<file path="config.mk">
export PLATFORM = sky130hd
export DESIGN_NAME = fp_add_sub
export DESIGN_NICKNAME = d
export VERILOG_FILES = /design/src/fp_pkg.sv /design/src/fp_add_sub.sv /design/src/fp_exponent_compare.sv /design/src/fp_mantissa_align.sv /design/src/fp_normalize.sv /design/src/fp_round.sv /design/src/pipe_delay.sv
export VERILOG_INCLUDE_DIRS = /design/src
export SDC_FILE = /design/constraint.sdc
export NUM_CORES = 1
export LEC_CHECK = 0
export ABC_AREA = 0
export BUFFER_PORTS_ARGS = -buffer_cell sky130_fd_sc_hd__buf_4
export CELL_PAD_IN_SITES_DETAIL_PLACEMENT = 0
export CELL_PAD_IN_SITES_GLOBAL_PLACEMENT = 1
export CORE_AREA = 2 2 215 217
export CTS_CLUSTER_DIAMETER = 80
export DETAILED_ROUTE_END_ITERATION = 10
export DIE_AREA = 0 0 217 219
export PLACE_DENSITY = 0.84
export SKIP_CTS_REPAIR_TIMING = 1
export SLEW_MARGIN = 10
export SYNTH_ARGS = -nofsm -noshare
export SYNTH_HDL_FRONTEND = slang
export SYNTH_SLANG_ARGS = --single-unit
</file>
<file path="constraint.sdc">
create_clock -name clk -period 4.9 [get_ports clk]
set_input_delay 0.735 -clock clk [delete_from_list [all_inputs] [get_ports clk]]
set_output_delay 0.735 -clock clk [all_outputs]
set_load 0.02 [all_outputs]
</file>
<file path="src/fp_add_macros.svh">
`ifndef FP_ADD_MACROS_SVH
`define FP_ADD_MACROS_SVH

////////////////////////////////////////////////////////////////////////////
// Single-precision field widths
////////////////////////////////////////////////////////////////////////////

`define FP_WIDTH       32
`define FP_EXP_WIDTH   8
`define FP_MAN_WIDTH   23

// Carry, hidden one, fraction, then guard, round and sticky
`define FP_WIDE_WIDTH  (`FP_MAN_WIDTH + 5)

// All-ones exponent marks infinity
`define FP_EXP_MAX     255

////////////////////////////////////////////////////////////////////////////
// Pipeline
////////////////////////////////////////////////////////////////////////////

// Cycles from valid_in to valid_out
`define FP_ADD_LATENCY 7

`endif

</file>
<file path="src/fp_pkg.sv">
`default_nettype none

`include "fp_add_macros.svh"

package fp_pkg;

	// Packed IEEE single word, sign at the top
	typedef logic [`FP_WIDTH-1:0] fp_word_t;

	// Biased exponent
	typedef logic [`FP_EXP_WIDTH-1:0] fp_exp_t;

	// Stored fraction without the hidden one
	typedef logic [`FP_MAN_WIDTH-1:0] fp_man_t;

	// Working mantissa for align, add, normalize and round
	// Bit 27 carry or sign, bit 26 hidden one, 25..3 fraction,
	// bit 2 guard, bit 1 round, bit 0 sticky
	typedef logic [`FP_WIDE_WIDTH-1:0] fp_wide_man_t;

endpackage

`default_nettype wire

</file>
<file path="src/fp_add_sub.sv">
`default_nettype none

`include "fp_add_macros.svh"

module fp_add_sub (
	input  logic             clk,
	input  logic             reset,
	input  logic             valid_in,
	input  fp_pkg::fp_word_t in_a,
	input  fp_pkg::fp_word_t in_b,
	output fp_pkg::fp_word_t out,
	output logic             valid_out
);

	localparam int SIGN_BIT  = `FP_WIDTH - 1;
	localparam int EXP_LSB   = `FP_MAN_WIDTH;
	// Larger exponent waits through align and add
	localparam int EXP_DEPTH = 2;
	// Sign register at S4 through to the S7 output register
	localparam int SIGN_DEPTH = `FP_ADD_LATENCY - 4;

	fp_pkg::fp_word_t     clean_a;
	fp_pkg::fp_word_t     clean_b;
	logic                 cancel;
	logic                 s1_valid;
	fp_pkg::fp_word_t     s1_a;
	fp_pkg::fp_word_t     s1_b;
	fp_pkg::fp_wide_man_t s2_man_a;
	fp_pkg::fp_wide_man_t s2_man_b;
	logic                 s2_sign_a;
	logic                 s2_sign_b;
	logic                 cmp_valid;
	fp_pkg::fp_exp_t      cmp_exp_large;
	fp_pkg::fp_exp_t      cmp_exp_diff;
	logic                 cmp_swap;
	logic                 s3_sign_large;
	logic                 s3_sub;
	logic                 align_valid;
	fp_pkg::fp_wide_man_t align_man_large;
	fp_pkg::fp_wide_man_t align_man_small;
	fp_pkg::fp_wide_man_t man_sum;
	logic                 s4_valid;
	fp_pkg::fp_wide_man_t s4_man_sum;
	logic                 exp_dly_valid;
	fp_pkg::fp_exp_t      exp_dly;
	logic                 sign_dly_valid;
	logic                 sign_dly;
	logic                 norm_valid;
	fp_pkg::fp_wide_man_t norm_man;
	fp_pkg::fp_exp_t      norm_exp;
	logic                 norm_zero;
	logic                 rnd_valid;
	fp_pkg::fp_man_t      rnd_frac;
	fp_pkg::fp_exp_t      rnd_exp;

	// Hidden one only for a nonzero exponent
	function automatic fp_pkg::fp_wide_man_t widen(input fp_pkg::fp_word_t w);
		return {1'b0, |w[SIGN_BIT-1:EXP_LSB], w[EXP_LSB-1:0], 3'b000};
	endfunction

	////////////////////////////////////////////////////////////////////////////
	// S1 input cleanup
	////////////////////////////////////////////////////////////////////////////

	assign cancel = (in_a[SIGN_BIT] ^ in_b[SIGN_BIT]) &&
	                (in_a[SIGN_BIT-1:0] == in_b[SIGN_BIT-1:0]);

	// Zero exponent covers negative zero and denormals
	assign clean_a = (cancel || (in_a[SIGN_BIT-1:EXP_LSB] == '0)) ? '0 : in_a;
	assign clean_b = (cancel || (in_b[SIGN_BIT-1:EXP_LSB] == '0)) ? '0 : in_b;

	always_ff @(posedge clk) begin
		if (reset) begin
			s1_valid <= 1'b0;
			s1_a     <= '0;
			s1_b     <= '0;
		end else begin
			s1_valid <= valid_in;
			if (valid_in) begin
				s1_a <= clean_a;
				s1_b <= clean_b;
			end
		end
	end

	////////////////////////////////////////////////////////////////////////////
	// S2 exponent compare, operand fields ride alongside
	////////////////////////////////////////////////////////////////////////////

	fp_exponent_compare i_exponent_compare (
		.clk      (clk),
		.reset    (reset),
		.valid_in (s1_valid),
		.exp_a    (s1_a[SIGN_BIT-1:EXP_LSB]),
		.exp_b    (s1_b[SIGN_BIT-1:EXP_LSB]),
		.frac_a   (s1_a[EXP_LSB-1:0]),
		.frac_b   (s1_b[EXP_LSB-1:0]),
		.valid_out(cmp_valid),
		.exp_large(cmp_exp_large),
		.exp_diff (cmp_exp_diff),
		.swap     (cmp_swap)
	);

	always_ff @(posedge clk) begin
		if (reset) begin
			s2_man_a  <= '0;
			s2_man_b  <= '0;
			s2_sign_a <= 1'b0;
			s2_sign_b <= 1'b0;
		end else if (s1_valid) begin
			s2_man_a  <= widen(s1_a);
			s2_man_b  <= widen(s1_b);
			s2_sign_a <= s1_a[SIGN_BIT];
			s2_sign_b <= s1_b[SIGN_BIT];
		end
	end

	pipe_delay #(
		.payload_t(fp_pkg::fp_exp_t),
		.DEPTH    (EXP_DEPTH)
	) i_exp_delay (
		.clk      (clk),
		.reset    (reset),
		.valid_in (cmp_valid),
		.data_in  (cmp_exp_large),
		.valid_out(exp_dly_valid),
		.data_out (exp_dly)
	);

	////////////////////////////////////////////////////////////////////////////
	// S3 mantissa align
	////////////////////////////////////////////////////////////////////////////

	fp_mantissa_align i_mantissa_align (
		.clk      (clk),
		.reset    (reset),
		.valid_in (cmp_valid),
		.swap     (cmp_swap),
		.exp_diff (cmp_exp_diff),
		.man_a    (s2_man_a),
		.man_b    (s2_man_b),
		.valid_out(align_valid),
		.man_large(align_man_large),
		.man_small(align_man_small)
	);

	always_ff @(posedge clk) begin
		if (reset) begin
			s3_sign_large <= 1'b0;
			s3_sub        <= 1'b0;
		end else if (cmp_valid) begin
			s3_sign_large <= cmp_swap ? s2_sign_b : s2_sign_a;
			s3_sub        <= s2_sign_a ^ s2_sign_b;
		end
	end

	////////////////////////////////////////////////////////////////////////////
	// S4 add or subtract
	////////////////////////////////////////////////////////////////////////////

	// Operands are ordered by magnitude, so the difference is never negative
	assign man_sum = s3_sub ? align_man_large + ~align_man_small + 1'b1
	                        : align_man_large + align_man_small;

	always_ff @(posedge clk) begin
		if (reset) begin
			s4_valid   <= 1'b0;
			s4_man_sum <= '0;
		end else begin
			s4_valid <= align_valid;
			if (align_valid) begin
				s4_man_sum <= man_sum;
			end
		end
	end

	// First register of the chain is the S4 sign
	pipe_delay #(
		.payload_t(logic),
		.DEPTH    (SIGN_DEPTH)
	) i_sign_delay (
		.clk      (clk),
		.reset    (reset),
		.valid_in (align_valid),
		.data_in  (s3_sign_large),
		.valid_out(sign_dly_valid),
		.data_out (sign_dly)
	);

	////////////////////////////////////////////////////////////////////////////
	// S5 normalize, S6 round
	////////////////////////////////////////////////////////////////////////////

	fp_normalize i_normalize (
		.clk      (clk),
		.reset    (reset),
		.valid_in (s4_valid & exp_dly_valid),
		.man_sum  (s4_man_sum),
		.exp_in   (exp_dly),
		.valid_out(norm_valid),
		.man_norm (norm_man),
		.exp_out  (norm_exp),
		.is_zero  (norm_zero)
	);

	fp_round i_round (
		.clk      (clk),
		.reset    (reset),
		.valid_in (norm_valid),
		.man_norm (norm_man),
		.exp_in   (norm_exp),
		.is_zero  (norm_zero),
		.valid_out(rnd_valid),
		.frac_out (rnd_frac),
		.exp_out  (rnd_exp)
	);

	////////////////////////////////////////////////////////////////////////////
	// S7 output packing
	////////////////////////////////////////////////////////////////////////////

	always_ff @(posedge clk) begin
		if (reset) begin
			out       <= '0;
			valid_out <= 1'b0;
		end else begin
			valid_out <= rnd_valid & sign_dly_valid;
			if (rnd_valid & sign_dly_valid) begin
				// Zero results are always positive
				out <= {sign_dly & ~((rnd_exp == '0) && (rnd_frac == '0)), rnd_exp, rnd_frac};
			end
		end
	end

endmodule

`default_nettype wire

</file>
<file path="src/fp_exponent_compare.sv">
`default_nettype none

module fp_exponent_compare (
	input  logic            clk,
	input  logic            reset,
	input  logic            valid_in,
	input  fp_pkg::fp_exp_t exp_a,
	input  fp_pkg::fp_exp_t exp_b,
	input  fp_pkg::fp_man_t frac_a,
	input  fp_pkg::fp_man_t frac_b,
	output logic            valid_out,
	output fp_pkg::fp_exp_t exp_large,
	output fp_pkg::fp_exp_t exp_diff,
	output logic            swap
);

	logic b_larger;

	// Magnitude order, fraction breaks an exponent tie
	assign b_larger = (exp_b > exp_a) || ((exp_b == exp_a) && (frac_b > frac_a));

	always_ff @(posedge clk) begin
		if (reset) begin
			valid_out <= 1'b0;
			exp_large <= '0;
			exp_diff  <= '0;
			swap      <= 1'b0;
		end else begin
			valid_out <= valid_in;
			if (valid_in) begin
				swap <= b_larger;
				if (b_larger) begin
					exp_large <= exp_b;
					exp_diff  <= exp_b - exp_a;
				end else begin
					exp_large <= exp_a;
					exp_diff  <= exp_a - exp_b;
				end
			end
		end
	end

endmodule

`default_nettype wire

</file>
<file path="src/fp_mantissa_align.sv">
`default_nettype none

`include "fp_add_macros.svh"

module fp_mantissa_align (
	input  logic                 clk,
	input  logic                 reset,
	input  logic                 valid_in,
	input  logic                 swap,
	input  fp_pkg::fp_exp_t      exp_diff,
	input  fp_pkg::fp_wide_man_t man_a,
	input  fp_pkg::fp_wide_man_t man_b,
	output logic                 valid_out,
	output fp_pkg::fp_wide_man_t man_large,
	output fp_pkg::fp_wide_man_t man_small
);

	// Shifts past this leave nothing but the sticky bit
	localparam int ALIGN_LIMIT = `FP_WIDE_WIDTH - 1;

	fp_pkg::fp_wide_man_t man_lesser;
	fp_pkg::fp_wide_man_t man_shifted;
	fp_pkg::fp_wide_man_t lost_mask;
	logic                 sticky;

	always_comb begin
		man_lesser = swap ? man_a : man_b;
		lost_mask  = '0;
		if (exp_diff >= ALIGN_LIMIT) begin
			man_shifted = '0;
			sticky      = |man_lesser;
		end else begin
			lost_mask   = ({{(`FP_WIDE_WIDTH-1){1'b0}}, 1'b1} << exp_diff) - 1'b1;
			man_shifted = man_lesser >> exp_diff;
			sticky      = |(man_lesser & lost_mask);
		end
	end

	always_ff @(posedge clk) begin
		if (reset) begin
			valid_out <= 1'b0;
			man_large <= '0;
			man_small <= '0;
		end else begin
			valid_out <= valid_in;
			if (valid_in) begin
				man_large <= swap ? man_b : man_a;
				man_small <= {man_shifted[`FP_WIDE_WIDTH-1:1], man_shifted[0] | sticky};
			end
		end
	end

endmodule

`default_nettype wire

</file>
<file path="src/fp_normalize.sv">
`default_nettype none

`include "fp_add_macros.svh"

module fp_normalize (
	input  logic                 clk,
	input  logic                 reset,
	input  logic                 valid_in,
	input  fp_pkg::fp_wide_man_t man_sum,
	input  fp_pkg::fp_exp_t      exp_in,
	output logic                 valid_out,
	output fp_pkg::fp_wide_man_t man_norm,
	output fp_pkg::fp_exp_t      exp_out,
	output logic                 is_zero
);

	localparam int TOP = `FP_WIDE_WIDTH - 1;

	logic [4:0]           lz;
	fp_pkg::fp_wide_man_t man_next;
	fp_pkg::fp_exp_t      exp_next;
	logic                 zero_next;

	// Leading zeros below the carry bit, 27 for an empty sum
	always_comb begin
		lz = 5'(TOP);
		for (int i = 0; i < TOP; i++) begin
			if (man_sum[i]) begin
				lz = 5'(TOP - 1 - i);
			end
		end
	end

	always_comb begin
		zero_next = 1'b0;
		if (man_sum[TOP]) begin
			// Carry out, one step right and fold the dropped bit into sticky
			man_next = {1'b0, man_sum[TOP:2], man_sum[1] | man_sum[0]};
			exp_next = exp_in + 1'b1;
		end else begin
			man_next  = man_sum << lz;
			exp_next  = exp_in - lz;
			// Cancelled sum, or exponent would land at zero or below
			zero_next = (man_sum == '0) || ({3'b000, lz} >= exp_in);
		end
	end

	always_ff @(posedge clk) begin
		if (reset) begin
			valid_out <= 1'b0;
			man_norm  <= '0;
			exp_out   <= '0;
			is_zero   <= 1'b0;
		end else begin
			valid_out <= valid_in;
			if (valid_in) begin
				man_norm <= zero_next ? '0 : man_next;
				exp_out  <= zero_next ? '0 : exp_next;
				is_zero  <= zero_next;
			end
		end
	end

endmodule

`default_nettype wire

</file>
<file path="src/fp_round.sv">
`default_nettype none

`include "fp_add_macros.svh"

module fp_round (
	input  logic                 clk,
	input  logic                 reset,
	input  logic                 valid_in,
	input  fp_pkg::fp_wide_man_t man_norm,
	input  fp_pkg::fp_exp_t      exp_in,
	input  logic                 is_zero,
	output logic                 valid_out,
	output fp_pkg::fp_man_t      frac_out,
	output fp_pkg::fp_exp_t      exp_out
);

	logic                     round_up;
	logic [`FP_MAN_WIDTH+1:0] man_rnd;
	logic                     carry;
	logic [`FP_EXP_WIDTH:0]   exp_rnd;

	always_comb begin
		// Above half, or exactly half with an odd kept LSB
		round_up = man_norm[2] && (man_norm[1] || man_norm[0] || man_norm[3]);
		man_rnd  = {1'b0, man_norm[`FP_MAN_WIDTH+3:3]} + round_up;
		carry    = man_rnd[`FP_MAN_WIDTH+1];
		exp_rnd  = {1'b0, exp_in} + carry;
	end

	always_ff @(posedge clk) begin
		if (reset) begin
			valid_out <= 1'b0;
			frac_out  <= '0;
			exp_out   <= '0;
		end else begin
			valid_out <= valid_in;
			if (valid_in) begin
				if (is_zero) begin
					frac_out <= '0;
					exp_out  <= '0;
				end else if (exp_rnd >= `FP_EXP_MAX) begin
					// Saturate to infinity
					frac_out <= '0;
					exp_out  <= fp_pkg::fp_exp_t'(`FP_EXP_MAX);
				end else begin
					frac_out <= carry ? man_rnd[`FP_MAN_WIDTH:1] : man_rnd[`FP_MAN_WIDTH-1:0];
					exp_out  <= exp_rnd[`FP_EXP_WIDTH-1:0];
				end
			end
		end
	end

endmodule

`default_nettype wire

</file>
<file path="src/pipe_delay.sv">
`default_nettype none

module pipe_delay #(
	parameter type payload_t = logic,
	parameter int  DEPTH     = 2
) (
	input  logic     clk,
	input  logic     reset,
	input  logic     valid_in,
	input  payload_t data_in,
	output logic     valid_out,
	output payload_t data_out
);

	payload_t         data_q [DEPTH];
	logic [DEPTH-1:0] valid_q;

	// Each stage only loads when the stage before it holds a valid item
	always_ff @(posedge clk) begin
		if (reset) begin
			valid_q <= '0;
			data_q  <= '{default: '0};
		end else begin
			valid_q[0] <= valid_in;
			if (valid_in) begin
				data_q[0] <= data_in;
			end
			for (int i = 1; i < DEPTH; i++) begin
				valid_q[i] <= valid_q[i-1];
				if (valid_q[i-1]) begin
					data_q[i] <= data_q[i-1];
				end
			end
		end
	end

	assign valid_out = valid_q[DEPTH-1];
	assign data_out  = data_q[DEPTH-1];

endmodule

`default_nettype wire
</file>
==> flow_summary_export.csv <==
group,metric,value,unit
outcome,outcome,"finished, final reports clean",
final_layout,area_growth,12.2,%
setup_path,r2r-start,"i_normalize.man_norm[2]",
power_and_ir_drop,leakagePower,8.54,nW
setup_path,cp_data_arrival_time,4.87,ns
setup_path,crit_top_cell,"ha_1",
setup_path,path_depth,18,
setup_path,critPathBufInv,1,
sta,timing.fmax,225,MHz
grt,antenna_found_initial,0,
final_layout,final_core_util,0.501,
sta,worstMarginPinSlew,1.23,ns
die,die_w,217,µm
synthesis,synth_cells,2412,
synthesis,avgSynthCellArea,8.34,µm²
setup_path,worstSetupStartpoint,"i_normalize.man_norm[2]",
die,io_pins,100,
final_layout,antennaDiodeCount,0,
grt,grt_pass1_vias,16600,
grt,grt_overflow_total,0,
clock_tree,tritoncts,"yes",
setup_path,crit_chain,"and2_1 > ha_1 > nand3_1 > or4_4 > nor4_4 > and4_1 > ha_1 > ha_1 > nand3_1 > xor2_1 > or4_1 > o22ai_2 > nand2_2 > nand2_1 > buf_4 > a21oi_1 > o21ai_0 > a21oi_1",
setup_path,ff2ff_setup_slack,0.46,ns
synthesis,synth-seq-area-share,0.335,
setup_path,ff2ff_path_depth,18,
setup_path,start_kind,"register",
synthesis,async_flop_share,0,
clock_tree,cts_htree_levels,2,
final_layout,final_nets,2575,
sta,skew,0.0163,ns
power_and_ir_drop,ir_drop,0.000221,V
drt,drt-pass1-iter-count,7,
drt,wl,56100,µm
synthesis,syn_nets,2579,
setup_path,r2r_end,"i_round.frac_out[6]",
die,dieArea,47500,µm²
sta,tns,0,ns
drt,wl_per_cell,18.5,µm
drt,ant_nets,0,
setup_path,endpoint_kind,"register",
clock_tree,worstSkewPairLatency,0.56,ns
clock_tree,cts_num_sinks,337,
drt,drc_errors,0,
grt,grt_first_pass_wirelength,89900,µm
placement,hpwl,42400,µm
final_layout,drive_above_1_share,0.0984,
sta,setup_viol,0,
synthesis,netlist_area,20100,µm²
setup_path,critical_path.top_delay_family,"simple AND/OR/NAND/NOR gates",
sta,slew_headroom,0.173,
setup_path,critPathMaxFanout,8,
synthesis,synth_top_flop_cell,"dfxtp_1",
setup_path,cp_slowest_stage_delay,0.61,ns
die,die_h,219,µm
final_layout,fillers,4342,
clock_tree,root_buffer,"clkbuf_16",
sta,rsz0062_at_grt,"no",
drt,avgViaCountPerCell,5.79,
sta,hold_viol,0,
synthesis,ys_ff_latch,337,
setup_path,cp_data_required_time,5.33,ns
clock_tree,cts_made_buffers,39,
drt,drt_iter0_markers,1148,
grt,grt_use_total,0.233,
sta,fin_crit_sh,0.906,
synthesis,yosysWarnings,0,
clock_tree,clockBufferDepth,3,
drt,vias,17600,
job,drv_cap,0,
die,core_area,45100,µm²
worst_hold_path,min_from,"in_a[18]",
setup_path,path_class,"register to register",
placement,gp_congestion,0.955,
worst_hold_path,hp-class,"input pin to register",
die,row_count,78,
synthesis,synth.distinct_cells,95,
power_and_ir_drop,power_density,327,nW/µm²
placement,io_buffers,99,
clock_tree,clkTransAtPathRegs,0.06,ns
setup_path,critPathCapture,"i_round.frac_out[6]",
die,initial_utilization,0.446,
sta,period_minus_slack,4.44,ns
setup_path,crit_path_top_delay_cell,"or4_4",
grt,grt_max_degree,147,
synthesis,synth_edf_count,0,
sta,finalMaxSlewViolations,0,
==> kinds of logic after synthesis <==
kind of cell    after synthesis  share of synthesized area
simple gates                743                      0.171
compound gates              606                      0.206
flops                       337                      0.335
buf+inv                     280                     0.0569
mux                         253                      0.127
fa+ha+maj                   100                     0.0637
xor+xnor                     93                     0.0405
==> layer usage <==
| layer | vias to the layer above | global-route usage | wire, µm |
|---|---|---|---|
| li1 | 8698 | - | - |
| met1 | 8333 | 0.305 | 25700 |
| met2 | 440 | 0.388 | 26000 |
| met3 | 108 | 0.0360 | 2600 |
| met4 | 0 | 0.0836 | 1750 |
| met5 | - | 0 | 0 |
==> final cells by class <==
cell class,count,area (µm²),area share
clock buffer,53,1160,0.0514
clock inverter,18,258,0.0114
inverter,112,425,0.0188
multi-input combinational,1795,12300,0.544
sequential,337,6760,0.299
tap,600,751,0.0332
timing repair buffer,123,955,0.0423
==> worst min path at each step <==
stage	endpoint	slack (ns)	cells after the start
floorplan	i_normalize.man_norm[3]	0.44	2
global placement	i_normalize.man_norm[3]	0.45	2
detailed placement	s1_a[30]	0.47	1
CTS	s1_a[14]	0.38	2
global route	s1_b[12]	0.39	2
finish	s1_a[18]	0.41	2
==> flip-flops by register name (all words and copies together) (netlist names), 2 cells and up <==
| signal | cells |
|---|---|
| i_exponent_compare.exp_diff | 8 |
| i_normalize.man_norm | 27 |
| i_exp_delay.data_q | 8 |
| s1_a | 32 |
| i_round.exp_out | 8 |
| i_mantissa_align.man_large | 24 |
| s1_b | 32 |
| i_exp_delay.data_out | 8 |
| i_sign_delay.data_q | 2 |
| i_round.frac_out | 23 |
| i_sign_delay.valid_q | 2 |
| i_normalize.exp_out | 8 |
| i_mantissa_align.man_small | 27 |
| out | 32 |
| i_exponent_compare.exp_large | 8 |
| s2_man_b | 24 |
| s2_man_a | 24 |
| s4_man_sum | 28 |
==> cell usage after synthesis (all sizes together) (8+ instances only) <==
| cell | number | area [µm²] |
|---|---|---|
| dfxtp | 337 | 6750 |
| inv | 111 | 422 |
| clkbuf | 119 | 449 |
| o21ai | 72 | 364 |
| or2 | 8 | 50.1 |
| nor2 | 353 | 1330 |
| nand2b | 29 | 181 |
| mux2 | 8 | 97.6 |
| a31oi | 20 | 125 |
| or3 | 10 | 62.6 |
| nor2b | 23 | 144 |
| o21a | 9 | 67.6 |
| nor3b | 8 | 60.1 |
| or4 | 9 | 71.3 |
| nand3 | 37 | 190 |
| nor4 | 33 | 228 |
| a22o | 67 | 587 |
| o211ai | 20 | 155 |
| a21o | 16 | 120 |
| xor2 | 26 | 228 |
| xnor2 | 67 | 587 |
| o21bai | 8 | 60.1 |
| nand2 | 138 | 531 |
| a21oi | 154 | 771 |
| ha | 96 | 1200 |
| mux2i | 245 | 2450 |
| nand4 | 31 | 194 |
| a221oi | 10 | 93.8 |
| o31ai | 12 | 90.1 |
| buf | 49 | 272 |
| a211oi | 84 | 631 |
| o22ai | 38 | 238 |
| a22oi | 26 | 195 |
| nor3 | 39 | 206 |
==> placed cells by master (no fill, tap or decap), types with 7 or more instances in the layout <==
cell,count
clkinv_2,7
a22oi_1,26
nor2b_1,23
xnor2_1,67
ha_1,96
clkbuf_8,10
dfxtp_1,331
a22o_1,67
a221oi_1,9
o31ai_1,12
o21a_1,9
nand3_1,36
o21ai_0,69
inv_1,106
or4_1,7
clkbuf_16,41
nand2b_1,29
nand4_1,31
mux2i_1,245
o22ai_1,37
a211oi_1,84
a21oi_1,154
nand2_1,134
o211ai_1,19
nor4_1,30
buf_4,120
nor2_1,351
a31oi_1,20
o21bai_1,8
nor3_1,38
nor3b_1,8
a21o_1,16
or3_1,10
xor2_1,26
==> power breakdown <==
part / internal (mW) / leakage (nW) / switching, mW
clock network: 1.94 / 0.703 / 1.21
logic: 0.526 / 5.10 / 0.766
registers: 2.82 / 2.74 / 0.124
==> stage by stage <==
step / std cells / total power, mW / hold slack, ns / cell area (µm²) / setup WS [ns]
2_1_floorplan: 2412 / 3.94 / 0.439 / 20100 / 0.455
3_3_place_gp: 2967 / 4.26 / 0.453 / 21100 / 0.401
3_5_place_dp: 2967 / 4.28 / 0.465 / 21100 / 0.176
4_1_cts: 3038 / 7.43 / 0.379 / 22600 / 0.149
5_1_grt: 3038 / 7.69 / 0.389 / 22600 / 0.0299
6_report: 3038 / 7.39 / 0.406 / 22600 / 0.462
==> worst register-to-register path: stages (launching register included) <==
cell and delay, ns:
dfxtp_1 0.35, and2_1 0.16, ha_1 0.18, nand3_1 0.20, or4_4 0.61, nor4_4 0.32, and4_1 0.31, ha_1 0.24
ha_1 0.24, nand3_1 0.11, xor2_1 0.16, or4_1 0.48, o22ai_2 0.21, nand2_2 0.15, nand2_1 0.14, buf_4 0.17
a21oi_1 0.07, o21ai_0 0.10, a21oi_1 0.10
(Power assumes the default switching activity.)
